File: src/mem_pipe_pkg.sv
/*
 * memory back end package
 * widths, memory op encodings and the records passed between
 * the execute stage, both memory stages, the forwarder and the data RAM
 */

package mem_pipe_pkg;

    localparam int XLEN       = 32;                 // register width
    localparam int RAM_ADDR_W = 8;                  // word address bits
    localparam int RAM_DEPTH  = 1 << RAM_ADDR_W;    // 256 words, 1 KiB

    typedef logic [XLEN-1:0] word_t;
    typedef logic [4:0]      reg_idx_t;             // x0 is never written

    typedef enum logic [1:0] {
        MEM_OP_NOP   = 2'd0,
        MEM_OP_LOAD  = 2'd1,
        MEM_OP_STORE = 2'd2
    } mem_op_e;

    typedef enum logic [1:0] {
        MEM_SIZE_BYTE = 2'd0,
        MEM_SIZE_HALF = 2'd1,
        MEM_SIZE_WORD = 2'd2
    } mem_size_e;

    typedef enum logic [1:0] {
        RD_SRC_ALU = 2'd0,
        RD_SRC_CSR = 2'd1,
        RD_SRC_MEM = 2'd2
    } rd_src_e;

    // result of the execute stage, captured by memory1
    typedef struct packed {
        word_t     pc;
        rd_src_e   rd_src;
        reg_idx_t  rd_idx;
        logic      rd_we;
        reg_idx_t  rs2_idx;
        word_t     rs2_val;          // may be stale, see store_data_fwd
        word_t     alu_result;       // effective address for loads and stores
        word_t     csr_old_val;
        mem_op_e   mem_op;
        mem_size_e mem_size;
        logic      mem_signed;
        logic      branch_taken;
        word_t     branch_target;
    } e_to_m1_s;

    // memory1 -> memory2, branch info already consumed
    typedef struct packed {
        word_t     pc;
        rd_src_e   rd_src;
        reg_idx_t  rd_idx;
        logic      rd_we;
        reg_idx_t  rs2_idx;
        word_t     store_data;       // rs2 after forwarding
        word_t     alu_result;
        word_t     csr_old_val;
        mem_op_e   mem_op;
        mem_size_e mem_size;
        logic      mem_signed;
    } m1_to_m2_s;

    typedef struct packed {
        logic     rd_we;
        reg_idx_t rd_idx;
        word_t    rd_val;
        word_t    pc;
    } wb_s;

    // what memory1 offers to earlier stages for bypass
    typedef struct packed {
        logic     produces_rd;
        reg_idx_t rd_idx;
        word_t    rd_val;
        logic     val_avail;         // low while a load is still in flight
    } fwd_s;

    typedef struct packed {
        logic                  re;
        logic                  we;
        logic [RAM_ADDR_W-1:0] addr;  // word address
        logic [3:0]            be;    // byte lane enables
        word_t                 wdata; // lane replicated store data
    } ram_req_s;

endpackage : mem_pipe_pkg
File: src/stage_memory1.sv
/*
 * memory1 stage
 * registers the execute result, issues the data RAM access, reports the
 * resolved branch and publishes the forwarder record
 */

`timescale 1ns/1ps

module stage_memory1 (
    input  logic                   clk,
    input  logic                   rst_n,
    input  logic                   stall,
    input  logic                   flush,
    input  logic                   in_valid,
    input  mem_pipe_pkg::e_to_m1_s in_item,
    input  logic                   use_fwd,
    input  mem_pipe_pkg::word_t    fwd_val,
    output logic                   branch_taken,
    output mem_pipe_pkg::word_t    branch_target,
    output mem_pipe_pkg::fwd_s     m1_fwd,
    output mem_pipe_pkg::reg_idx_t rs2_idx,
    output mem_pipe_pkg::ram_req_s ram_req,
    output logic                   m2_valid,
    output mem_pipe_pkg::m1_to_m2_s m2_item
);

    import mem_pipe_pkg::*;

    logic     valid_q;                // item present in memory1
    e_to_m1_s item_q;                 // payload, no reset needed
    logic     live;                   // valid and not being flushed
    word_t    store_val;              // rs2 after bypass
    logic [1:0] byte_off;

    always_ff @(posedge clk) begin
        if (!rst_n) begin
            valid_q <= 1'b0;
        end else if (!stall) begin
            valid_q <= in_valid;      // advance
        end else if (flush) begin
            valid_q <= 1'b0;          // flushed while held, drop it
        end
    end

    always_ff @(posedge clk) begin
        if (!stall) begin
            item_q <= in_item;
        end
    end

    assign live     = valid_q && !flush;
    assign byte_off = item_q.alu_result[1:0];
    assign rs2_idx  = item_q.rs2_idx; // to store_data_fwd

    // stale rs2 replaced when memory2 is writing the same register
    assign store_val = use_fwd ? fwd_val : item_q.rs2_val;

    assign branch_taken  = live && item_q.branch_taken;
    assign branch_target = item_q.branch_target;

    always_comb begin
        ram_req.re   = live && (item_q.mem_op == MEM_OP_LOAD);
        ram_req.we   = live && !stall && (item_q.mem_op == MEM_OP_STORE);  // commit edge only
        ram_req.addr = item_q.alu_result[RAM_ADDR_W+1:2];  // drop byte offset
        unique case (item_q.mem_size)
            MEM_SIZE_BYTE: begin
                ram_req.be    = 4'b0001 << byte_off;
                ram_req.wdata = {4{store_val[7:0]}};
            end
            MEM_SIZE_HALF: begin
                ram_req.be    = byte_off[1] ? 4'b1100 : 4'b0011;
                ram_req.wdata = {2{store_val[15:0]}};
            end
            default: begin    // word
                ram_req.be    = 4'b1111;
                ram_req.wdata = store_val;
            end
        endcase
    end

    always_comb begin
        m1_fwd.produces_rd = valid_q && item_q.rd_we;
        m1_fwd.rd_idx      = item_q.rd_idx;
        m1_fwd.val_avail   = item_q.mem_op != MEM_OP_LOAD;  // load data comes in memory2
        unique case (item_q.rd_src)
            RD_SRC_ALU: m1_fwd.rd_val = item_q.alu_result;
            RD_SRC_CSR: m1_fwd.rd_val = item_q.csr_old_val;
            default:    m1_fwd.rd_val = '0;  // not known yet
        endcase
    end

    assign m2_valid = live;
    always_comb begin
        m2_item = '{
            pc:          item_q.pc,
            rd_src:      item_q.rd_src,
            rd_idx:      item_q.rd_idx,
            rd_we:       item_q.rd_we,
            rs2_idx:     item_q.rs2_idx,
            store_data:  store_val,
            alu_result:  item_q.alu_result,
            csr_old_val: item_q.csr_old_val,
            mem_op:      item_q.mem_op,
            mem_size:    item_q.mem_size,
            mem_signed:  item_q.mem_signed
        };
    end

endmodule : stage_memory1

File: config.mk
export PLATFORM = sky130hd
export DESIGN_NAME = stage_memory1
export DESIGN_NICKNAME = d
export VERILOG_FILES = /design/src/mem_pipe_pkg.sv /design/src/stage_memory1.sv
export SDC_FILE = /design/constraint.sdc
export NUM_CORES = 1
export LEC_CHECK = 0
export BUFFER_PORTS_ARGS = -buffer_cell sky130_fd_sc_hd__buf_2
export CAP_MARGIN = 20
export CELL_PAD_IN_SITES_DETAIL_PLACEMENT = 1
export CELL_PAD_IN_SITES_GLOBAL_PLACEMENT = 1
export CORE_AREA = 2 2 192 194
export CTS_BUF_LIST = sky130_fd_sc_hd__clkbuf_16
export DETAILED_ROUTE_END_ITERATION = 8
export DIE_AREA = 0 0 194 196
export GPL_TIMING_DRIVEN = 0
export PLACE_DENSITY_LB_ADDON = 0.1
export SLEW_MARGIN = 5
export SYNTH_ARGS = -nofsm -noshare
export SYNTH_HDL_FRONTEND = slang
export SYNTH_SLANG_ARGS = --single-unit
File: constraint.sdc
create_clock -name clk -period 5.66 [get_ports clk]
set_clock_uncertainty 0.2 [all_clocks]
set_input_delay 0.283 -clock clk [delete_from_list [all_inputs] [get_ports clk]]
set_output_delay 0.283 -clock clk [all_outputs]
set_load 0.05 [all_outputs]
==> impl_metrics.csv <==
group,metric,value,unit
sta,slew_headroom,0.434,
power,power.total,4110,uW
power,pwr-share-seq,0.396,
place,dp_slack,3.15,ns
logic_synthesis,synth_cell_type_count,21,
sta,worstMarginPinSlew,0.849,ns
power,clockPowerShare,0.289,
critical_path,startpoint_type,"flip-flop",
logic_synthesis,yosysMostFrequentCell,"edfxtp_1",
logic_synthesis,synth_seq_cells,180,
clocking,cts_resized,0,
drt,drtIter0Drc,196,
die,die_h,196,um
drt,vias_per_cell,3.80,
hold_path,min_path_type,"input port to flip-flop",
critical_path,critPathSlowestCell,"nor2_2",
logic_synthesis,yosys_warnings,0,
hold_path,holdPathStages,2,
global_route,grt_util_all_layers,0.155,
global_route,antenna_found_initial,2,
clocking,numCtsBuffers,17,
drt,wl,29800,um
sta,finalCriticalPeriod,2.92,ns
drt,vias,6477,
global_route,grt_max_degree,105,
die,coreArea,36100,um^2
logic_synthesis,syn-instance-count,538,
drt,firstDrtPassIters,4,
die,start_util,0.227,
layout,post-route-util,0.377,
critical_path,critical-path-top-delay-family,"buffers and inverters",
die,pin_count,487,
critical_path,cp.required,5.18,ns
sta,setup_tns,0,ns
layout,syn_to_final_growth,66.3,%
power,ir_worst_vdd,206,uV
clocking,clk_path_buf_depth,2,
critical_path,crit_chain,"clkbuf_1 -> nor2_2 -> mux2i_1 -> buf_2",
logic_synthesis,ys_top_cells_by_count,"edfxtp_1, buf_4, mux2i_1",
logic_synthesis,ys.flop_type,"edfxtp_1",
critical_path,slowest_delay,0.64,ns
critical_path,worstPathArrival,2.44,ns
clocking,clk_pin_slew,0.07,ns
logic_synthesis,synth_edf_count,179,
critical_path,worst-path-stages,4,
global_route,overflow,0,
clocking,clock_latency,0.44,ns
clocking,clock_tree.htree_level_count,4,
logic_synthesis,synth.area.top_cells,"edfxtp_1, buf_4, mux2i_1",
critical_path,reg2regPathDepth,3,
logic_synthesis,yosysTopAreaCell,"edfxtp_1",
die,rows,70,
logic_synthesis,async_reset_ff_frac,0,
sta,finalWorstSetupSlack,2.74,ns
status,outcome,"complete, no violations",
die,die-area,38000,um^2
global_route,grt_pass1_wl,43400,um
place,hpwlAfterDp,22800,um
layout,drive_gt1_frac,0.581,
power,power.switching,1450,uW
job,max-cap-violations,0,
logic_synthesis,synth_area,8190,um^2
place,place_congestion,0.743,
logic_synthesis,synth_top_area_frac,0.656,
layout,layout.nets,1441,
sta,hold_viol,0,
logic_synthesis,synth_seq_area_share,0.659,
logic_synthesis,syn_nets,755,
sta,min_period_over_period,0.516,
critical_path,crit_fanout,10,
power,p_sw_frac,0.354,
clocking,cts_root_buffer,"clkbuf_16",
power,cellInternalPower,2660,uW
critical_path,worst-path-buf-inv,2,
layout,multi_input_area,1310,um^2
sta,setup_violations,0,
drt,wl_per_cell,17.5,um
clocking,cts_tree,"yes",
critical_path,path_class,"flip-flop to output pin",
sta,rsz0062_at_grt,"false",
layout,fill_cells,4057,
place,io_buffers,485,
critical_path,crit_path_end_kind,"output pin",
clocking,cts.sinks,180,
logic_synthesis,avgSynthCellArea,15.2,um^2
layout,seq_area,5400,um^2
sta,fmax,342,MHz
power,power_frac_comb,0.315,
power,leakage,0.00640,uW
critical_path,rrSetupSlack,4.29,ns
die,die_w,194,um
drt,drtAntennaViolNets,0,
sta,drv_slew,0,
global_route,grt_pass1_vias,7058,
power,powerDensity,302,nW/um^2
drt,drc,0,
-- power groups by stage --
stage	clock network (uW)	registers, uW	logic [uW]
5_1_grt	1290	1640	1360
3_3_place_gp	0	1670	1200
4_1_cts	1240	1630	1310
6_report	1190	1630	1290
3_5_place_dp	0	1660	1200
2_1_floorplan	0	1650	892
-- placed cells by master (no fill, tap or decap), drive strengths merged, types with 3 or more instances in the layout --
cell / synthesis / final
dlygate4sd3: 0 / 181
mux2i: 72 / 72
clkbuf: 5 / 22
edfxtp: 179 / 179
buf: 182 / 668
nand2b: 4 / 4
clkinv: 0 / 3
nor2: 35 / 35
mux4: 8 / 8
clkinvlp: 0 / 4
mux2: 16 / 16
inv: 27 / 33
-- cell families after synthesis --
kind of cell    share of synthesized area
mux                                 0.132
compound gates                    0.00458
flops                               0.659
simple gates                       0.0229
buf+inv                             0.182
-- per-stage QoR --
stage	area (um^2)	cells	hold WS, ns
floorplan	8190	538	0.182
global placement	11200	1491	0.259
detailed placement	11200	1492	0.261
CTS	13600	1705	0.230
global route	13600	1706	0.237
finish	13600	1706	0.228
-- path summary, 6_finish.rpt --
check / from / end
setup reg to reg: valid_q$_SDFFE_PN0P_ / valid_q$_SDFFE_PN0P_
hold / removal: stall / m2_item[16]$_DFFE_PN_
hold reg to reg: valid_q$_SDFFE_PN0P_ / valid_q$_SDFFE_PN0P_
setup / recovery: m2_item[1]$_DFFE_PN_ / ram_req[14]
-- layout make-up --
type / count / area share
sequential: 180 / 0.396
timing repair buffer: 667 / 0.313
buffer: 187 / 0.102
multi-input combinational: 144 / 0.0959
tap: 468 / 0.0430
clock buffer: 17 / 0.0312
clock inverter: 15 / 0.0106
inverter: 27 / 0.00799
antenna: 1 / 0.000184
-- repair_timing --
action,CTS,global route
hold buffers,181,0
endpoints found under the hold margin,180,0
buffers inserted,0,0
-- metal layers --
| layer | vias to the layer above | share of wire | global-route usage | routed length, um |
|---|---|---|---|---|
| met3 | 26 | 0.098 | 0.0681 | 2940 |
| met4 | 2 | 0.016 | 0.0505 | 473 |
| li1 | 3101 | - | - | - |
| met2 | 316 | 0.51 | 0.274 | 15200 |
| met5 | - | 0.00023 | 0 | 7 |
| met1 | 3032 | 0.38 | 0.165 | 11300 |
-- state kept, by name (all words and copies together) (netlist names) --
| signal | count |
|---|---|
| m1_fwd | 5 |
| branch_target | 32 |
| valid_q | 1 |
| rs2_idx | 5 |
| m2_item | 104 |
| item_q | 33 |
-- worst reg2reg max path: stages, from the launching register on --
cell	delay (ns)
dfxtp_1	0.35
nand3b_1	0.08
a21boi_0	0.13
dlygate4sd3_1	0.55
(Power assumes the default switching activity.)
