`config.mk`:
```
export PLATFORM = sky130hd
export DESIGN_NAME = stage_memory2
export DESIGN_NICKNAME = d
export VERILOG_FILES = /design/src/mem_pipe_pkg.sv /design/src/stage_memory2.sv
export SDC_FILE = /design/constraint.sdc
export NUM_CORES = 1
export LEC_CHECK = 0
export BUFFER_PORTS_ARGS = -buffer_cell sky130_fd_sc_hd__buf_4
export CAP_MARGIN = 5
export CORE_MARGIN = 1.5
export CORE_UTILIZATION = 45
export DETAILED_ROUTE_END_ITERATION = 10
export PLACE_DENSITY = 0.8
export SETUP_SLACK_MARGIN = 0.4
export SKIP_LAST_GASP = 1
export SYNTH_ARGS = -nofsm -noshare
export SYNTH_HDL_FRONTEND = slang
export SYNTH_SLANG_ARGS = --single-unit
export TNS_END_PERCENT = 1
```
`constraint.sdc`:
```
create_clock -name clk -period 3.3 [get_ports clk]
set_input_delay 0.495 -clock clk [delete_from_list [all_inputs] [get_ports clk]]
set_output_delay 0.495 -clock clk [all_outputs]
set_load 0.05 [all_outputs]
```
`src/mem_pipe_pkg.sv`:
```
/*
 * memory back end package
 * widths, memory op encodings and the records passed between
 * the execute stage, both memory stages, the forwarder and the data RAM
 */

package mem_pipe_pkg;

    localparam int XLEN       = 32;                 // register width
    localparam int RAM_ADDR_W = 8;                  // word address bits
    localparam int RAM_DEPTH  = 1 << RAM_ADDR_W;    // 256 words, 1 KiB

    typedef logic [XLEN-1:0] word_t;
    typedef logic [4:0]      reg_idx_t;             // x0 is never written

    typedef enum logic [1:0] {
        MEM_OP_NOP   = 2'd0,
        MEM_OP_LOAD  = 2'd1,
        MEM_OP_STORE = 2'd2
    } mem_op_e;

    typedef enum logic [1:0] {
        MEM_SIZE_BYTE = 2'd0,
        MEM_SIZE_HALF = 2'd1,
        MEM_SIZE_WORD = 2'd2
    } mem_size_e;

    typedef enum logic [1:0] {
        RD_SRC_ALU = 2'd0,
        RD_SRC_CSR = 2'd1,
        RD_SRC_MEM = 2'd2
    } rd_src_e;

    // result of the execute stage, captured by memory1
    typedef struct packed {
        word_t     pc;
        rd_src_e   rd_src;
        reg_idx_t  rd_idx;
        logic      rd_we;
        reg_idx_t  rs2_idx;
        word_t     rs2_val;          // may be stale, see store_data_fwd
        word_t     alu_result;       // effective address for loads and stores
        word_t     csr_old_val;
        mem_op_e   mem_op;
        mem_size_e mem_size;
        logic      mem_signed;
        logic      branch_taken;
        word_t     branch_target;
    } e_to_m1_s;

    // memory1 -> memory2, branch info already consumed
    typedef struct packed {
        word_t     pc;
        rd_src_e   rd_src;
        reg_idx_t  rd_idx;
        logic      rd_we;
        reg_idx_t  rs2_idx;
        word_t     store_data;       // rs2 after forwarding
        word_t     alu_result;
        word_t     csr_old_val;
        mem_op_e   mem_op;
        mem_size_e mem_size;
        logic      mem_signed;
    } m1_to_m2_s;

    typedef struct packed {
        logic     rd_we;
        reg_idx_t rd_idx;
        word_t    rd_val;
        word_t    pc;
    } wb_s;

    // what memory1 offers to earlier stages for bypass
    typedef struct packed {
        logic     produces_rd;
        reg_idx_t rd_idx;
        word_t    rd_val;
        logic     val_avail;         // low while a load is still in flight
    } fwd_s;

    typedef struct packed {
        logic                  re;
        logic                  we;
        logic [RAM_ADDR_W-1:0] addr;  // word address
        logic [3:0]            be;    // byte lane enables
        word_t                 wdata; // lane replicated store data
    } ram_req_s;

endpackage : mem_pipe_pkg
```
`src/stage_memory2.sv`:
```
/*
 * memory2 stage
 * aligns and extends load data and selects the register writeback
 */

`timescale 1ns/1ps

module stage_memory2 (
    input  logic                    clk,
    input  logic                    rst_n,
    input  logic                    stall,
    input  logic                    in_valid,
    input  mem_pipe_pkg::m1_to_m2_s in_item,
    input  mem_pipe_pkg::word_t     rdata,
    output logic                    wb_valid,
    output mem_pipe_pkg::wb_s       wb
);

    import mem_pipe_pkg::*;

    logic       valid_q;
    m1_to_m2_s  item_q;
    logic [1:0] byte_off;
    logic [7:0]  load_byte;
    logic [15:0] load_half;
    word_t      load_val;             // aligned and extended
    word_t      rd_val;

    always_ff @(posedge clk) begin
        if (!rst_n) begin
            valid_q <= 1'b0;
        end else if (!stall) begin
            valid_q <= in_valid;
        end
    end

    always_ff @(posedge clk) begin
        if (!stall) begin
            item_q <= in_item;        // payload only
        end
    end

    assign byte_off = item_q.alu_result[1:0];

    // lane select, rdata is the whole word
    always_comb begin
        unique case (byte_off)
            2'd0:    load_byte = rdata[7:0];
            2'd1:    load_byte = rdata[15:8];
            2'd2:    load_byte = rdata[23:16];
            default: load_byte = rdata[31:24];
        endcase
        load_half = byte_off[1] ? rdata[31:16] : rdata[15:0];
    end

    always_comb begin
        unique case (item_q.mem_size)
            MEM_SIZE_BYTE: begin
                load_val = item_q.mem_signed ? {{24{load_byte[7]}}, load_byte}
                                             : {24'b0, load_byte};
            end
            MEM_SIZE_HALF: begin
                load_val = item_q.mem_signed ? {{16{load_half[15]}}, load_half}
                                             : {16'b0, load_half};
            end
            default: load_val = rdata;
        endcase
    end

    always_comb begin
        unique case (item_q.rd_src)
            RD_SRC_CSR: rd_val = item_q.csr_old_val;
            RD_SRC_MEM: rd_val = load_val;
            default:    rd_val = item_q.alu_result;
        endcase
    end

    assign wb_valid  = valid_q;
    assign wb.rd_we  = valid_q && item_q.rd_we && (item_q.rd_idx != '0);  // x0 stays zero
    assign wb.rd_idx = item_q.rd_idx;
    assign wb.rd_val = rd_val;
    assign wb.pc     = item_q.pc;

endmodule : stage_memory2

```
==> impl_metrics.ini, run 1 <==
[status]
run_status = finished, final reports clean

[layout]
multiInputGateArea_um2 = 1130
drive_gt1_frac = 0.513
fin_cells = 641
syn2layout_area_growth_pct = 36.7
layout_common_cells = buf_4 (224), edfxtp_1 (107), nand2_1 (18)
layout_commonest_cell = buf_4
fillCellCount = 774
nets = 684
antenna_cells = 0
fin_util = 0.629
seq_area_um2 = 3230
design_area_um2 = 6460

[setup_path]
cp-start-kind = register
crit_type = reg -> out
crit_fanout = 17
reg2reg_slack_ns = 2.69
arrival_ns = 2.33
end_kind = output pin
ff2ff_path_depth = 2
r2r_end = wb_valid
crit_required_ns = 2.80
critPathLaunch = item_q[1]
crit_path_end = wb[37]
timing.rr.start = wb_valid

[power_and_ir_drop]
cellLeakagePower_nw = 2.58
ir_drop_uv = 384
finalPower_mw = 3.45
pwr_density_cell_nw_per_um2 = 533

[grt]
grt_use_total = 0.227
grt_max_degree = 79
antenna_found_initial = 0
overflow = 0
grt_first_pass_wirelength_um = 18400
grt_pass1_vias = 3522

[route]
drt_first_pass_iters = 5
routed_via_density = 5.31
drt_iter0_markers = 170
wire_per_inst_um = 19.4
dr_total_vias = 3402
drt_wl_total_um = 12400
drc_errors = 0
route.antenna.remaining_nets = 0

[worst_hold_path]
hold_path.class = in -> reg

[synthesis]
yosys.cell_types.count = 36
syn_avg_cell_area_um2 = 14.7
yosys_warnings = 0
synth_compound_area_frac = 0.156
syn-num-nets = 505
seq_area_frac_synth = 0.683
synth_top_family_by_area = compound AO/OA/AOI/OAI gates
synth_xor_area_frac = 0
synth_adder_area_share = 0.00529
synth_top_area_frac = 0.679
synth_mux_area_frac = 0.0296
ys_seq_elements = 108
yosys-top-cells-area = edfxtp_1 (68%), buf_4 (5.9%), a32oi_1 (3.0%)
synth_simple_gate_area_frac = 0.0397
synth_cells = 321
syn_area_um2 = 4730
yosysTopAreaCell = edfxtp_1

[sta]
whs_ns = 0.288
fmax_mhz = 354
finalMaxSlewViolations = 0
slew_headroom = 0.535
period_share = 0.856
period_minus_slack_ns = 2.82
fin_ws_ns = 0.476
tightest_slew_ns = 0.698
hold_viol = 0
fin_setup_tns_ns = 0
finalClockSkew_ns = 0
setup_viol = 0
rsz0062_at_grt = true

[place]
gp_congestion = 0.891
placed_cells = 623
io_buffers = 213
place_area_um2 = 6220
place_ws_ns = 0.298
hpwlAfterDp_um = 9420

[die]
fp.dieH_um = 106
core-area_um2 = 10300
start_util = 0.460
dieWidth_um = 106
io_pins = 253
die_area_um2 = 11100
core.rowCount = 37

[cts]
clkLatencyLatePin_ns = 0.37
cts-buffers-inserted = 9
htree_levels = 3
cts_hold_buf = 0
clock-sinks = 108
cts_max_path_buffers = 2
cts_tree = yes
clkTransAtPathRegs_ns = 0.10
root_buffer = clkbuf_8

[job]
cap_violations = 0
[area by class of cell]
class                           count  share of cell area
Clock inverter                      7              0.0112
Sequential cell                   108               0.500
Multi-Input combinational cell    148               0.175
Tap cell                          136              0.0263
Inverter                            8             0.00523
Clock buffer                        9              0.0192
Timing Repair Buffer              225               0.263
[cell families (layout without fill, tap and decap cells)]
family	after synthesis	in the layout
AOI/OAI and AO/OA	98	98
adders and majority gates	2	2
buffers and inverters	65	249
DFF	108	108
muxes	12	12
and+or+nand+nor	36	36
[cell usage after synthesis]
cell	count
o211ai_1	15
mux2i_1	5
buf_6	2
clkbuf_1	12
ha_1	2
o21ai_0	17
nor4_4	1
nand2_1	18
nand2b_1	2
o2bb2ai_1	1
a221oi_1	1
buf_2	6
nor3_1	5
a311oi_1	6
edfxtp_1	107
a32oi_1	16
a31oi_1	1
nor2_1	2
mux2_2	6
o31ai_4	1
nor3_2	1
dfxtp_1	1
buf_4	37
mux2i_4	1
a211oi_1	6
or3_1	1
a21oi_1	1
inv_1	8
o41ai_2	1
o311a_1	1
o211ai_2	1
a221o_1	1
o221ai_1	6
o21ai_1	8
a22oi_1	15
nor2b_1	6
[worst min path at each step]
stage,from,endpoint,slack [ns],cells past startpoint
global route,in_item[126],wb[12],0.27,1
CTS,in_item[124],wb[10],0.27,1
floorplan,in_item[37],byte_off[0],0.59,0
detailed placement,wb_valid,wb_valid,0.54,2
global placement,wb_valid,wb_valid,0.53,2
finish,in_item[111],wb[68],0.29,1
[critical path: stages, from the launching register on]
cell	delay (ns)
edfxtp_1	0.69
nor2_2	0.42
nand2_1	0.22
o221ai_1	0.27
o21ai_0	0.15
buf_4	0.22
[layer usage]
| metal | part of all wire | track usage | vias to the layer above |
|---|---|---|---|
| met5 | 0 | 0 | - |
| met4 | 0.024 | 0.0956 | 0 |
| met3 | 0.097 | 0.0748 | 18 |
| met2 | 0.53 | 0.398 | 192 |
| met1 | 0.35 | 0.252 | 1591 |
| li1 | - | - | 1601 |
[power by group]
group	switching (mW)	internal, mW
sequential	0.0446	1.63
combinational	0.637	0.340
clock	0.445	0.355
total	1.13	2.32
[state kept, by name, summed over array words and instances, names as in the netlist]
name and flops:
item_q 68, wb 37, byte_off 2, wb_valid 1
[what timing repair did]
item                       in CTS  in global routing
setup endpoints to repair      32                 32
setup buffers                   2                  0
pin swaps                       0                  1
resized for setup               2                  6
(Power assumes the default switching activity.)
==> run 2: changes to the inputs <==
Settings changed: PLACE_DENSITY 0.8 to not set, PLACE_DENSITY_LB_ADDON set to 0.15.
==> impl_metrics.ini, run 2 (synthesis gave the netlist of run 1 again) <==
[setup_path]
end_kind = output pin
crit_required_ns = 2.80
crit_fanout = 15
crit_top_cell = buf_4
critPathTopFamily = compound AO/OA/AOI/OAI gates
crit_buf_inv = 3
cp_slowest_stage_delay_ns = 0.40
arrival_ns = 2.35
crit_type = reg -> out
cp-start-kind = register
crit_chain = inv_1 > ha_1 > nor2b_1 > buf_4 > o21ai_0 > a221oi_2 > a221o_1 > buf_4
slowest_stage = edfxtp_1

[layout]
fillCellCount = 790
nets = 694
antenna_cells = 0
largest_register_ffs = 68
layout_commonest_cell = buf_4
drive_gt1_frac = 0.518
syn2layout_area_growth_pct = 37.7
largest_register = item_q
layout_common_cells = buf_4 (235), edfxtp_1 (107), nand2_1 (18)

[cts]
root_buffer = clkbuf_8
htree_levels = 3
clock-sinks = 108
cts_tree = yes
cts_max_path_buffers = 2
cts-buffers-inserted = 9
cts_hold_buf = 0
clkTransAtPathRegs_ns = 0.11
clkLatencyLatePin_ns = 0.37

[grt]
antenna_found_initial = 0
grt_max_degree = 70
grt_first_pass_wirelength_um = 18200
grt_use_total = 0.220
met3_usage = 0.0866
overflow = 0
grtUsageMet1 = 0.265
grt_pass1_vias = 3419
use_met2 = 0.362
top_usage_layer = met2

[die]
dieWidth_um = 106
core-area_um2 = 10300
fp.dieH_um = 106
start_util = 0.460
core.rowCount = 37
die_area_um2 = 11100
io_pins = 253

[power_and_ir_drop]
finalPower_mw = 3.48
cell_internal_pwr_mw = 2.33
p_sw_mw = 1.15
p_sw_frac = 0.330
ir_drop_uv = 460
clkPwrFrac = 0.237
cellLeakagePower_nw = 2.62
pwr_density_cell_nw_per_um2 = 534
p_seq_frac = 0.479
p_comb_frac = 0.284

[route]
wire_per_inst_um = 18.6
drc_errors = 0
drt_wl_total_um = 12100
drt_iter0_markers = 186
dr_total_vias = 3495
drt_first_pass_iters = 4
route.antenna.remaining_nets = 0
routed_via_density = 5.38

[sta]
period_minus_slack_ns = 2.84
tightest_slew_ns = 0.835
fmax_mhz = 352
fin_ws_ns = 0.459
period_share = 0.861
fin_setup_tns_ns = 0
finalMaxSlewViolations = 0
rsz0062_at_grt = true
setup_viol = 0
slew_headroom = 0.443
hold_viol = 0
finalClockSkew_ns = 0

[worst_hold_path]
hold_path.class = in -> reg

[place]
io_buffers = 213
place_ws_ns = 0.708
hpwlAfterDp_um = 8900
gp_congestion = 0.865

[status]
run_status = finished, final reports clean

[job]
cap_violations = 0
==> run 2: cell type report <==
type | instances | area, um2 | area share
sequential | 108 | 3230 | 0.496
timing repair buffer | 235 | 1760 | 0.271
multi-input combinational | 148 | 1120 | 0.171
tap | 136 | 170 | 0.0261
clock buffer | 9 | 124 | 0.0190
clock inverter | 6 | 73.8 | 0.0113
inverter | 8 | 33.8 | 0.00518
==> run 2: worst paths after layout <==
kind	depth (start not counted)	slack, ns	start	to
worst max-delay path	8	0.46	item_q[112]	wb[38]
worst min register to register	2	0.56	wb_valid	wb_valid
worst max register to register	2	2.68	wb_valid	wb_valid
worst min-delay path	1	0.29	in_item[27]	item_q[27]
==> run 2: what timing repair did <==
item	4_1_cts	5_1_grt
gates resized for setup	1	3
setup buffers	7	3
setup endpoints to repair	24	26
pin swaps	0	2
==> run 2: through the flow <==
| stage | util | hold slack (ns) | cells | cell area, um2 |
|---|---|---|---|---|
| after floorplan | - | 0.594 | 321 | 4730 |
| after global placement | 0.605 | 0.534 | 625 | 6220 |
| after detailed placement | 0.605 | 0.558 | 625 | 6220 |
| after CTS | 0.631 | 0.272 | 647 | 6480 |
| after global routing | 0.634 | 0.261 | 650 | 6520 |
| final | 0.634 | 0.287 | 650 | 6520 |
==> run 2: layer usage <==
metal	vias up	part of all wire
li1	1618	-
met1	1660	0.38
met2	202	0.49
met3	15	0.11
met4	0	0.019
met5	-	0
==> run 2: power by group through the flow <==
stage,combinational (mW),clock [mW],sequential (mW)
floorplan,0.643,0,1.69
global placement,0.955,0,1.70
detailed placement,0.961,0,1.70
CTS,0.983,0.846,1.67
global route,1.03,0.891,1.68
finish,0.986,0.826,1.67
==> run 3: changes to the inputs <==
Settings changed: CORE_UTILIZATION 45 to 40.
==> impl_metrics.ini, run 3 (synthesis gave the netlist of run 1 again) <==
[place]
place_area_um2 = 6240
io_buffers = 213
gp_congestion = 0.924
hpwlAfterDp_um = 9560
place_ws_ns = 0.697
placed_cells = 632

[power_and_ir_drop]
ir_drop_uv = 397
pwr_density_cell_nw_per_um2 = 557
cellLeakagePower_nw = 2.62
finalPower_mw = 3.65

[grt]
use_met2 = 0.332
top_usage_layer = met2
met3_usage = 0.101
grtUsageMet1 = 0.233
antenna_found_initial = 0
overflow = 0
grt_first_pass_wirelength_um = 19000
grt_use_total = 0.203
grt_max_degree = 49
grt_pass1_vias = 3629

[route]
drc_errors = 0
routed_via_density = 5.33
drt_iter0_markers = 227
wire_per_inst_um = 19.8
dr_total_vias = 3458
drt_wl_total_um = 12800
route.antenna.remaining_nets = 0
drt_first_pass_iters = 4

[sta]
whs_ns = 0.314
finalClockSkew_ns = 0
setup_viol = 0
rsz0062_at_grt = true
period_minus_slack_ns = 2.88
slew_headroom = 0.427
finalMaxSlewViolations = 0
fin_ws_ns = 0.424
fmax_mhz = 348
fin_setup_tns_ns = 0
hold_viol = 0
tightest_slew_ns = 0.857
period_share = 0.871

[die]
dieWidth_um = 112
fp.dieH_um = 112
core-area_um2 = 11500
die_area_um2 = 12500
io_pins = 253
core.rowCount = 39
start_util = 0.413

[layout]
nets = 686
antenna_cells = 0
layout_commonest_cell = buf_4
layout_common_cells = buf_4 (226), edfxtp_1 (107), nand2_1 (18)
largest_register = item_q
drive_gt1_frac = 0.508
largest_register_ffs = 68
syn2layout_area_growth_pct = 38.4
fin_cells = 649
fin_util = 0.571
design_area_um2 = 6550

[setup_path]
critPathTopFamily = compound AO/OA/AOI/OAI gates
cp_slowest_stage_delay_ns = 0.40
slowest_stage = edfxtp_1
arrival_ns = 2.38
end_kind = output pin
crit_chain = inv_1 > ha_1 > nor2b_1 > buf_4 > o21ai_0 > a221oi_1 > a221o_1 > buf_4
crit_fanout = 15
crit_top_cell = buf_4
crit_type = reg -> out
crit_required_ns = 2.80
crit_buf_inv = 3
cp-start-kind = register

[cts]
cts_hold_buf = 0
cts_max_path_buffers = 2
clock-sinks = 108
cts-buffers-inserted = 9
clkLatencyLatePin_ns = 0.35
root_buffer = clkbuf_16
htree_levels = 3
cts_tree = yes
clkTransAtPathRegs_ns = 0.07

[worst_hold_path]
hold_path.class = in -> reg

[job]
cap_violations = 0

[status]
run_status = finished, final reports clean
## run 3: cell count changes in the layout (fill, tap and decap cells not counted), sizes merged
cell and change:
inv +2, bufinv -1, clkbuf +1, clkinv -2
buf -8
## run 3: report_power, final
group	switching (mW)	internal, mW	total, mW	leakage [nW]
sequential	0.0439	1.63	1.67	1.06
clock	0.480	0.519	0.998	0.130
combinational	0.637	0.340	0.978	1.43
total	1.16	2.49	3.65	2.62
## run 3: final cells by class
type,instances,area [um2]
multi-input cells,148,1110
inverters,8,33.8
clock buffers,10,229
repair buffers,227,1720
flip-flops and latches,108,3230
clock inverters,5,42.5
well taps,143,179
fillers,935,4920
## run 3: path summary, 6_finish.rpt
| kind | startpoint | end | slack [ns] | cells past startpoint |
|---|---|---|---|---|
| hold reg to reg | wb_valid | wb_valid | 0.55 | 2 |
| setup reg to reg | wb_valid | wb_valid | 2.69 | 2 |
| setup / recovery | item_q[112] | wb[38] | 0.42 | 8 |
| hold / removal | in_item[139] | wb[25] | 0.31 | 1 |
## run 3: per-layer routing
| metal | up-vias | wire length, um | share of wire |
|---|---|---|---|
| met5 | - | 0 | 0 |
| met4 | 0 | 272 | 0.021 |
| met3 | 18 | 1540 | 0.12 |
| li1 | 1605 | - | - |
| met1 | 1637 | 4840 | 0.38 |
| met2 | 198 | 6180 | 0.48 |
## run 3: worst reg2reg max path, delay by kind of cell, from the launching register on
family / cells / cell delay, ns
multiplexers: 1 / 0.13
flip-flops: 1 / 0.32
AND/OR/NAND/NOR: 1 / 0.05
## run 3: timing repair
| item | 4_1_cts | 5_1_grt |
|---|---|---|
| resized for setup | 0 | 4 |
| hold endpoints to repair | 0 | 0 |
| endpoints found under the setup margin | 22 | 31 |
| setup buffers | 0 | 2 |
