$ cat config.mk
export PLATFORM = sky130hd
export DESIGN_NAME = store_data_fwd
export DESIGN_NICKNAME = d
export VERILOG_FILES = /design/src/mem_pipe_pkg.sv /design/src/store_data_fwd.sv
export SDC_FILE = /design/constraint.sdc
export NUM_CORES = 1
export LEC_CHECK = 0
export BUFFER_PORTS_ARGS = -buffer_cell sky130_fd_sc_hd__buf_2
export CAP_MARGIN = 15
export CORE_MARGIN = 2
export CORE_UTILIZATION = 16
export DETAILED_ROUTE_END_ITERATION = 8
export GPL_TIMING_DRIVEN = 0
export PLACE_DENSITY = 0.81
export SLEW_MARGIN = 30
export SYNTH_ARGS = -nofsm -noshare
export SYNTH_HDL_FRONTEND = slang
export SYNTH_SLANG_ARGS = --single-unit
$ cat constraint.sdc
create_clock -name vclk -period 0.8
set_clock_uncertainty 0.15 [all_clocks]
set_input_delay 0.08 -clock vclk [all_inputs]
set_output_delay 0.08 -clock vclk [all_outputs]
set_load 0.01 [all_outputs]
$ cat src/mem_pipe_pkg.sv
/*
 * memory back end package
 * widths, memory op encodings and the records passed between
 * the execute stage, both memory stages, the forwarder and the data RAM
 */

package mem_pipe_pkg;

    localparam int XLEN       = 32;                 // register width
    localparam int RAM_ADDR_W = 8;                  // word address bits
    localparam int RAM_DEPTH  = 1 << RAM_ADDR_W;    // 256 words, 1 KiB

    typedef logic [XLEN-1:0] word_t;
    typedef logic [4:0]      reg_idx_t;             // x0 is never written

    typedef enum logic [1:0] {
        MEM_OP_NOP   = 2'd0,
        MEM_OP_LOAD  = 2'd1,
        MEM_OP_STORE = 2'd2
    } mem_op_e;

    typedef enum logic [1:0] {
        MEM_SIZE_BYTE = 2'd0,
        MEM_SIZE_HALF = 2'd1,
        MEM_SIZE_WORD = 2'd2
    } mem_size_e;

    typedef enum logic [1:0] {
        RD_SRC_ALU = 2'd0,
        RD_SRC_CSR = 2'd1,
        RD_SRC_MEM = 2'd2
    } rd_src_e;

    // result of the execute stage, captured by memory1
    typedef struct packed {
        word_t     pc;
        rd_src_e   rd_src;
        reg_idx_t  rd_idx;
        logic      rd_we;
        reg_idx_t  rs2_idx;
        word_t     rs2_val;          // may be stale, see store_data_fwd
        word_t     alu_result;       // effective address for loads and stores
        word_t     csr_old_val;
        mem_op_e   mem_op;
        mem_size_e mem_size;
        logic      mem_signed;
        logic      branch_taken;
        word_t     branch_target;
    } e_to_m1_s;

    // memory1 -> memory2, branch info already consumed
    typedef struct packed {
        word_t     pc;
        rd_src_e   rd_src;
        reg_idx_t  rd_idx;
        logic      rd_we;
        reg_idx_t  rs2_idx;
        word_t     store_data;       // rs2 after forwarding
        word_t     alu_result;
        word_t     csr_old_val;
        mem_op_e   mem_op;
        mem_size_e mem_size;
        logic      mem_signed;
    } m1_to_m2_s;

    typedef struct packed {
        logic     rd_we;
        reg_idx_t rd_idx;
        word_t    rd_val;
        word_t    pc;
    } wb_s;

    // what memory1 offers to earlier stages for bypass
    typedef struct packed {
        logic     produces_rd;
        reg_idx_t rd_idx;
        word_t    rd_val;
        logic     val_avail;         // low while a load is still in flight
    } fwd_s;

    typedef struct packed {
        logic                  re;
        logic                  we;
        logic [RAM_ADDR_W-1:0] addr;  // word address
        logic [3:0]            be;    // byte lane enables
        word_t                 wdata; // lane replicated store data
    } ram_req_s;

endpackage : mem_pipe_pkg
$ cat src/store_data_fwd.sv
/*
 * store data forwarding
 * bypasses the memory2 writeback into the rs2 of the store in memory1
 */

`timescale 1ns/1ps

module store_data_fwd (
    input  logic                   m2_valid,
    input  mem_pipe_pkg::wb_s      m2_wb,
    input  mem_pipe_pkg::reg_idx_t rs2_idx,
    output logic                   use_fwd,
    output mem_pipe_pkg::word_t    fwd_val
);

    logic hit;                        // same register, nonzero

    assign hit = (m2_wb.rd_idx == rs2_idx) && (m2_wb.rd_idx != 5'd0);

    // memory1 decides whether the store actually needs it
    assign use_fwd = m2_valid && m2_wb.rd_we && hit;
    assign fwd_val = m2_wb.rd_val;    // final value, load data included

endmodule : store_data_fwd

==> results of run 1 <==
-- synth_stat cells --
master      n
inv_1       1
o2111ai_1   1
nor3b_2     1
nor4_1      1
o21ai_0     1
xnor2_1     4
buf_4      32
nand3_1     1
-- metal layers --
| layer | share of wire, % | global-route usage (%) |
|---|---|---|
| met1 | 23 | 4.73 |
| met2 | 65 | 19.2 |
| met3 | 12 | 1.23 |
| met4 | 0 | 0 |
| met5 | 0 | 0 |
-- timing repair --
| action | in CTS | in global routing |
|---|---|---|
| hold buffers | 0 | 0 |
| endpoints found under the setup margin | 1 | 1 |
| pin swaps | 2 | 4 |
| resized for setup | 5 | 7 |
-- worst paths after layout --
path | startpoint | endpoint | slack [ns]
max | m2_wb[65] | use_fwd | -0.26
min | m2_wb[33] | fwd_val[1] | 0.19
-- power by group through the flow --
| stage | Clock [W] | Combinational, W | Sequential, W |
|---|---|---|---|
| 3_5_place_dp | 0 | 0.000310 | 0 |
| 6_report | 0 | 0.000349 | 0 |
| 3_3_place_gp | 0 | 0.000300 | 0 |
| 2_1_floorplan | 0 | 0.000192 | 0 |
| 4_1_cts | 0 | 0.000325 | 0 |
| 5_1_grt | 0 | 0.000369 | 0 |
-- area by class of cell --
| type | instances | area [um^2] | area share [%] |
|---|---|---|---|
| multi-input cells | 9 | 113 | 17.5 |
| well taps | 27 | 33.8 | 5.24 |
| plain buffers | 32 | 240 | 37.3 |
| inverters | 1 | 3.75 | 0.583 |
| repair buffers | 45 | 254 | 39.4 |
-- kinds of logic after synthesis --
family,after synthesis,share of synthesized area (%)
compound gates,2,4.35
xor+xnor,4,11.1
buf+inv,33,77.1
simple gates,3,7.51
-- metrics by stage --
step	instance area, um^2	worst slack (ns)	std cells	util, %	power, W
after detailed placement	576	-0.270	114	29.9	0.000310
after global routing	644	-0.291	114	33.5	0.000369
after CTS	602	-0.246	114	31.3	0.000325
final	644	-0.256	114	33.5	0.000349
after floorplan	317	0.00811	42	-	0.000192
after global placement	576	-0.232	114	29.9	0.000300
==> summary.md, run 1 <==
| Metric | Value |
|---|---|
| # DRC | 0 |
| Max Slew Vio Count | 0 |
| GRT Total Usage | 7.29% |
| Design internal power | 0.000218 W |
| Setup TNS | -0.256 ns |
| Sequential cell count | 0 |
| Max stage delay on crit path | 0.19 ns |
| Die area | 2350 um^2 |
| Net switching power | 0.000131 W |
| Core Box Area | 1920 um^2 |
| I/O pin cnt | 109 |
| Max-slew headroom | 88.4% |
| Buffers plus inverters on the worst setup path | 2 |
| Arrival @ worst endpoint | 0.83 ns |
| Share of the cycle needed by the critical path after routing | 132% |
| HP Class | primary input to output port |
| Distinct cells, synth | 8 |
| Status | complete, but fails checks |
| Slowest CP cell | nor3b_2 |
| Hold Crit Depth | 2 |
| CP Launch Type | primary input |
| Final hold vios | 0 |
| Fmax | 0.947 GHz |
| Combinational power share | 100.0% |
| Clock buf count | 0 |
| Crit Path Class | primary input to output port |
| Routed via count | 404 |
| CP required | 0.57 ns |
| Clock period minus worst slack | 1.06 ns |
| Nets@finish | 165 |
| Seq pwr share | 0% |
| Measured slew at the worst slew-check pin | 0.173 ns |
| Register Area | 0 um^2 |
| Vias/cell | 3.54 |
| Top Family by Delay on Critical Path | buffers and inverters |
| Final worst slack | -0.256 ns |
| DR pass1 iterations | 4 |
| Iteration-0 DRC Markers | 3 |
| Yosys top cell area share | 75.9% |
| Largest net degree at the start of global routing | 3 |
| CP endpoint kind | output port |
| CP Max Fanout | 1 |
| First-pass GRT wire length | 1.46 mm |
| Syn nets | 118 |
| I/O Buffers | 45 |
| Routed wire length | 1.07 mm |
| Hold_ws | 0.193 ns |
| Pwr Density | 542 nW/um^2 |
| Number of global-route vias before repair | 375 |
| Highest-count cells in the layout ignoring fill and taps | 41 x buf_2, 32 x buf_4, 3 x xnor2_1, 3 x buf_6 |
| Switching Share | 37.6% |
| Cells along the critical path | buf_8 -> xnor2_4 -> o2111ai_2 -> nor3b_2 -> buf_2 |
| Synth top area cells | buf_4 76%, xnor2_1 11%, nor3b_2 4.0% |
| Die Wd | 48.5 um |
| Post-synthesis sequential area ratio | 0% |
| Count of max-cap constraint violations | 0 |
| GP Congestion | 0.631 |
| Die height | 48.5 um |
| Post CTS Setup Buffer Count | 0 |
| DR WL/cell | 9.42 um |
| Mapped Cells | 42 |
| RSZ-0062 raised after global routing | yes |
| Leak pwr | 0.371 nW |
| Setup violations, final | 1 |
| Cell Area, Synth | 317 um^2 |
| Layout area overhead | 104% |
| Syn_area_per_cell | 7.54 um^2 |
| # rows | 16 |
| Critical path depth | 5 |
| Proportion of layout cells with a drive suffix above 1 | 93.1% |
| GRT overflow | 0 |
| Starting Density | 16.5% |
| DRT antenna net count | 0 |
| Fillers | 207 |
| Most common cell after layout, fill and taps aside | buf_2 |
| Worst vdd rail ir drop | 157 uV |
| Clock power share | 0% |
| Synth warn | 0 |
| Yosys top cell by area | buf_4 |
| Initial antenna violation count | 0 |
| Failing checks | negative setup slack |
| Ant diodes | 0 |
(Power assumes the default switching activity.)
==> run 2: changes to the inputs <==
--- a/config.mk
+++ b/config.mk
@@ -7,7 +7,7 @@
 export LEC_CHECK = 0
 export BUFFER_PORTS_ARGS = -buffer_cell sky130_fd_sc_hd__buf_2
 export CAP_MARGIN = 15
-export CORE_MARGIN = 2
+export CORE_MARGIN = 1.5
 export CORE_UTILIZATION = 16
 export DETAILED_ROUTE_END_ITERATION = 8
 export GPL_TIMING_DRIVEN = 0
==> constraint.sdc (replaced) <==
create_clock -name vclk -period 0.93
set_clock_uncertainty 0.15 [all_clocks]
set_input_delay 0.093 -clock vclk [all_inputs]
set_output_delay 0.093 -clock vclk [all_outputs]
set_load 0.01 [all_outputs]
==> run 2 against run 1 <==
Highest routed layer unchanged; the run still ends with negative setup slack left; flip-flop and latch count did not move; routed wire length is 7.1% lower; total power shrank 15%; first-iteration DRC count fell by 100%.
==> summary.md, run 2 (synthesis results as in run 1) <==
| Metric | Value |
|---|---|
| Setup violations, final | 1 (unchanged) |
| Core Box Area | 1780 um^2 (-7.2%) |
| Clock power share | 0% (unchanged) |
| DR pass1 iterations | 1 (-3) |
| First-pass GRT wire length | 1.12 mm (-23%) |
| I/O Buffers | 45 (unchanged) |
| Fmax | 0.950 GHz |
| Setup TNS | -0.123 ns (+0.134 ns) |
| Final worst slack | -0.123 ns (+0.134 ns) |
| Switching Share | 37.1% (-0.52 points) |
| Die height | 47.5 um (-2.1%) |
| Clock period minus worst slack | 1.05 ns |
| Register Area | 0 um^2 (unchanged) |
| Iteration-0 DRC Markers | 0 (-3) |
| Proportion of layout cells with a drive suffix above 1 | 93.1% (unchanged) |
| Crit-path most repeated cell | buf_2 |
| Pre-CTS WS | -0.259 ns (+0.0108 ns) |
| CP Max Fanout | 2 (+1) |
| Die area | 2250 um^2 (-4.1%) |
| GRT overflow | 0 (unchanged) |
| Status | complete, but fails checks |
| # hold bufs at CTS | 0 (unchanged) |
| CP required | 0.69 ns (+0.12 ns) |
| Most common cell after layout, fill and taps aside | buf_2 |
| Max stage delay on crit path | 0.18 ns (about the same) |
| Cells along the critical path | buf_2 -> xnor2_1 -> nand3_1 -> nor3b_2 -> buf_2 |
| Routed via count | 406 (+0.50%) |
| Routed wire length | 998 um (-7.1%) |
| Largest net degree at the start of global routing | 3 (unchanged) |
| Final hold vios | 0 (unchanged) |
| DRT antenna net count | 0 (unchanged) |
| Failing checks | negative setup slack |
| Layout area overhead | 103% |
| # DRC | 0 (unchanged) |
| Crit Path Class | primary input to output port |
| Worst vdd rail ir drop | 164 uV (+4.2%) |
| Sequential cell count | 0 (unchanged) |
| Slowest CP cell | nor3b_2 |
| Nets@finish | 165 (unchanged) |
| CP Launch Type | primary input |
| # rows | 15 (-1) |
| GRT Total Usage | 6.93% (-0.36 points) |
| Arrival @ worst endpoint | 0.81 ns (-0.02 ns) |
| Post CTS Setup Buffer Count | 0 (unchanged) |
| Pwr Density | 464 nW/um^2 (-14%) |
| Combinational power share | 100.0% (about the same) |
| Cell Count, Final, Fillers Out | 112 (-1.8%) |
| Max-slew headroom | 86.9% (-1.4 points) |
| Ant diodes | 0 (unchanged) |
| Max Slew Vio Count | 0 (unchanged) |
| Net switching power | 0.000111 W (-16%) |
| GP Congestion | 0.715 (+13%) |
| HP Class | primary input to output port |
| Hold_ws | 0.219 ns (+0.0254 ns) |
| RSZ-0062 raised after global routing | yes |
| Count of max-cap constraint violations | 0 (unchanged) |
| Starting Density | 17.8% (+1.3 points) |
| Placed insts | 112 (-1.8%) |
| Vias/cell | 3.63 (+2.3%) |
| Design internal power | 0.000187 W (-14%) |
| Measured slew at the worst slew-check pin | 0.196 ns (+0.0230 ns) |
| I/O pin cnt | 109 (unchanged) |
| CP endpoint kind | output port |
| Clock buf count | 0 (unchanged) |
| DR WL/cell | 8.91 um (-5.4%) |
| Initial antenna violation count | 0 (unchanged) |
| Die Wd | 47.5 um (-2.1%) |
| Seq pwr share | 0% (unchanged) |
| Number of global-route vias before repair | 300 (-20%) |
| Highest-count cells in the layout ignoring fill and taps | 41 x buf_2, 32 x buf_4, 3 x xnor2_1, 3 x buf_6 |
| Leak pwr | 0.371 nW (about the same) |
| Post-DP HPWL | 938 um |
| Share of the cycle needed by the critical path after routing | 113% |
==> run 2: cell counts in the layout (fill, tap and decap cells not counted) <==
No cell type changed its count.
==> run 2: layer usage <==
layer	track usage [%]	share of wire (%)
met2	17.8	61
met1	4.97	21
met4	0	0
met3	0.755	18
met5	0	0
==> run 2: area by class of cell <==
type | instances | area (um^2)
inverters | 1 | 3.75
repair buffers | 45 | 254
plain buffers | 32 | 240
fillers | 185 | 1140
multi-input cells | 9 | 113
well taps | 25 | 31.3
==> run 2: worst paths after layout <==
path	cells past startpoint	slack [ns]	from	to
max	5	-0.12	rs2_idx[3]	use_fwd
min	2	0.22	m2_wb[33]	fwd_val[1]
==> run 2: critical path: cells and delay by family <==
family | cells | cell delay (ns)
buf+inv | 2 | 0.27
xor+xnor | 1 | 0.15
simple gates | 2 | 0.29
==> run 2: power groups by stage <==
stage | combinational [W] | clock (W) | sequential, W
after floorplan | 0.000165 | 0 | 0
after global placement | 0.000259 | 0 | 0
after detailed placement | 0.000267 | 0 | 0
after CTS | 0.000296 | 0 | 0
after global routing | 0.000323 | 0 | 0
final | 0.000298 | 0 | 0
==> run 2: what timing repair did <==
item | CTS | global route
setup endpoints to repair | 1 | 1
gates resized for setup | 10 | 2
pin swaps | 5 | 1
==> run 2: per-stage QoR <==
| step | power (W) | utilization (%) | cell area (um^2) |
|---|---|---|---|
| 2_1_floorplan | 0.000165 | - | 317 |
| 3_5_place_dp | 0.000267 | 32.1 | 573 |
| 5_1_grt | 0.000323 | 36.0 | 642 |
| 4_1_cts | 0.000296 | 35.3 | 629 |
| 3_3_place_gp | 0.000259 | 32.1 | 573 |
| 6_report | 0.000298 | 36.0 | 642 |
==> run 3: changes to the inputs <==
--- a/config.mk
+++ b/config.mk
@@ -12,6 +12,7 @@
 export DETAILED_ROUTE_END_ITERATION = 8
 export GPL_TIMING_DRIVEN = 0
 export PLACE_DENSITY = 0.81
+export REMOVE_ABC_BUFFERS = 1
 export SLEW_MARGIN = 30
 export SYNTH_ARGS = -nofsm -noshare
 export SYNTH_HDL_FRONTEND = slang
==> run 3 against run 2 <==
The run still ends with negative setup slack left; first-iteration DRC count is 1 higher; combinational power is 70% lower; highest routed layer unchanged; setup slack got worse by 0.0089 ns; critical path type unchanged.
==> summary.md, run 3 (synthesis results as in run 1) <==
| Metric | Value |
|---|---|
| Die height | 47.5 um (unchanged) |
| Pwr Density | 381 nW/um^2 (-18%) |
| Final hold vios | 0 (unchanged) |
| I/O pin cnt | 109 (unchanged) |
| Util after Layout | 13.2% (-23 points) |
| Setup violations, final | 1 (unchanged) |
| DR pass1 iterations | 2 (+1) |
| RSZ-0062 raised after global routing | yes |
| Arrival @ worst endpoint | 0.82 ns (about the same) |
| # rows | 15 (unchanged) |
| Starting Density | 17.8% (unchanged) |
| Sequential cell count | 0 (unchanged) |
| Total power | 0.0000897 W (-70%) |
| Final worst slack | -0.132 ns (-0.00892 ns) |
| Register Area | 0 um^2 (unchanged) |
| Initial antenna violation count | 0 (unchanged) |
| Crit Path Class | primary input to output port |
| Die area | 2250 um^2 (unchanged) |
| Routed wire length | 2.40 mm (+140%) |
| CP Launch Type | primary input |
| Proportion of layout cells with a drive suffix above 1 | 82.6% (-10 points) |
| Met2 Wirelength | 1.37 mm (+130%) |
| CP Max Fanout | 2 (unchanged) |
| Leak pwr | 0.0978 nW (-74%) |
| Fmax | 0.942 GHz (-0.84%) |
| Nets@finish | 101 (-39%) |
| Vias/cell | 4.19 (+16%) |
| Routed via count | 201 (-50%) |
| Clock buf count | 0 (unchanged) |
| Met1 WL | 177 um (-15%) |
| Number of global-route vias before repair | 225 (-25%) |
| DRT antenna net count | 0 (unchanged) |
| CP endpoint kind | output port |
| CP required | 0.69 ns (about the same) |
| Worst vdd rail ir drop | 115 uV (-30%) |
| Iteration-0 DRC Markers | 1 (+1) |
| Die Wd | 47.5 um (unchanged) |
| # hold bufs at CTS | 0 (unchanged) |
| Top routing layer in use | met3 |
| GRT Total Usage | 21.7% (+15 points) |
| Share of the cycle needed by the critical path after routing | 114% (+0.96 points) |
| Layout area overhead | -25.7% |
| I/O Buffers | 13 (-71%) |
| Most common cell after layout, fill and taps aside | buf_2 |
| Clock period minus worst slack | 1.06 ns (+0.00892 ns) |
| Largest net degree at the start of global routing | 3 (unchanged) |
| # DRC | 0 (unchanged) |
| Ant diodes | 0 (unchanged) |
| GP Congestion | 0.763 (+6.8%) |
| Count of max-cap constraint violations | 0 (unchanged) |
| Highest-count cells in the layout ignoring fill and taps | 10 x buf_2, 3 x xnor2_2 |
| Pre-CTS WS | -0.193 ns (+0.0661 ns) |
| Failing checks | negative setup slack |
| DR WL/cell | 50.0 um (+460%) |
| Metal3 WL | 851 um (+370%) |
| Post CTS Setup Buffer Count | 0 (unchanged) |
| HP Class | primary input to output port |
| Measured slew at the worst slew-check pin | 0.180 ns (-0.0156 ns) |
| Max-slew headroom | 87.9% (+0.95 points) |
| Core Box Area | 1780 um^2 (unchanged) |
| First-pass GRT wire length | 2.73 mm (+140%) |
| Status | complete, but fails checks |
| Max Slew Vio Count | 0 (unchanged) |
| GRT overflow | 0 (unchanged) |
## run 3: layout make-up
cell class	instances	area, um^2
fillers	201	1550
inverters	1	3.75
repair buffers	13	83.8
well taps	25	31.3
multi-input cells	9	116
## run 3: metrics by stage
step | instance area, um^2 | instances | setup TNS [ns] | hold slack (ns)
floorplan | 76.3 | 10 | 0 | 0.0360
global placement | 173 | 48 | -0.129 | 0.0364
detailed placement | 173 | 48 | -0.193 | 0.0364
CTS | 204 | 48 | -0.132 | 0.0364
global route | 235 | 48 | -0.179 | 0.0362
finish | 235 | 48 | -0.132 | 0.0363
## run 3: final timing paths
kind              depth (start not counted)         end       start  slack [ns]
setup / recovery                          5     use_fwd  rs2_idx[4]       -0.13
hold / removal                            0  fwd_val[6]   m2_wb[38]        0.04
## run 3: worst max-delay path, stage by stage
cell	delay, ns
buf_8	0.11
nor4_4	0.25
o21ai_1	0.09
nor3b_2	0.15
buf_2	0.14
## run 3: metal layers
metal	GRT usage, %	up-vias
li1	-	63
met1	5.62	77
met2	45.1	61
met3	34.0	0
met4	0	0
met5	0	-
## run 3: power by group
part	internal, W	switching (W)
Clock	0	0
Sequential	0	0
Combinational	0.0000530	0.0000367
## run 3: repair_timing
item	in CTS	in global routing
gates resized for setup	6	5
pin swaps	4	3
gates cloned	0	0
endpoints found under the setup margin	1	1
hold endpoints to repair	0	0
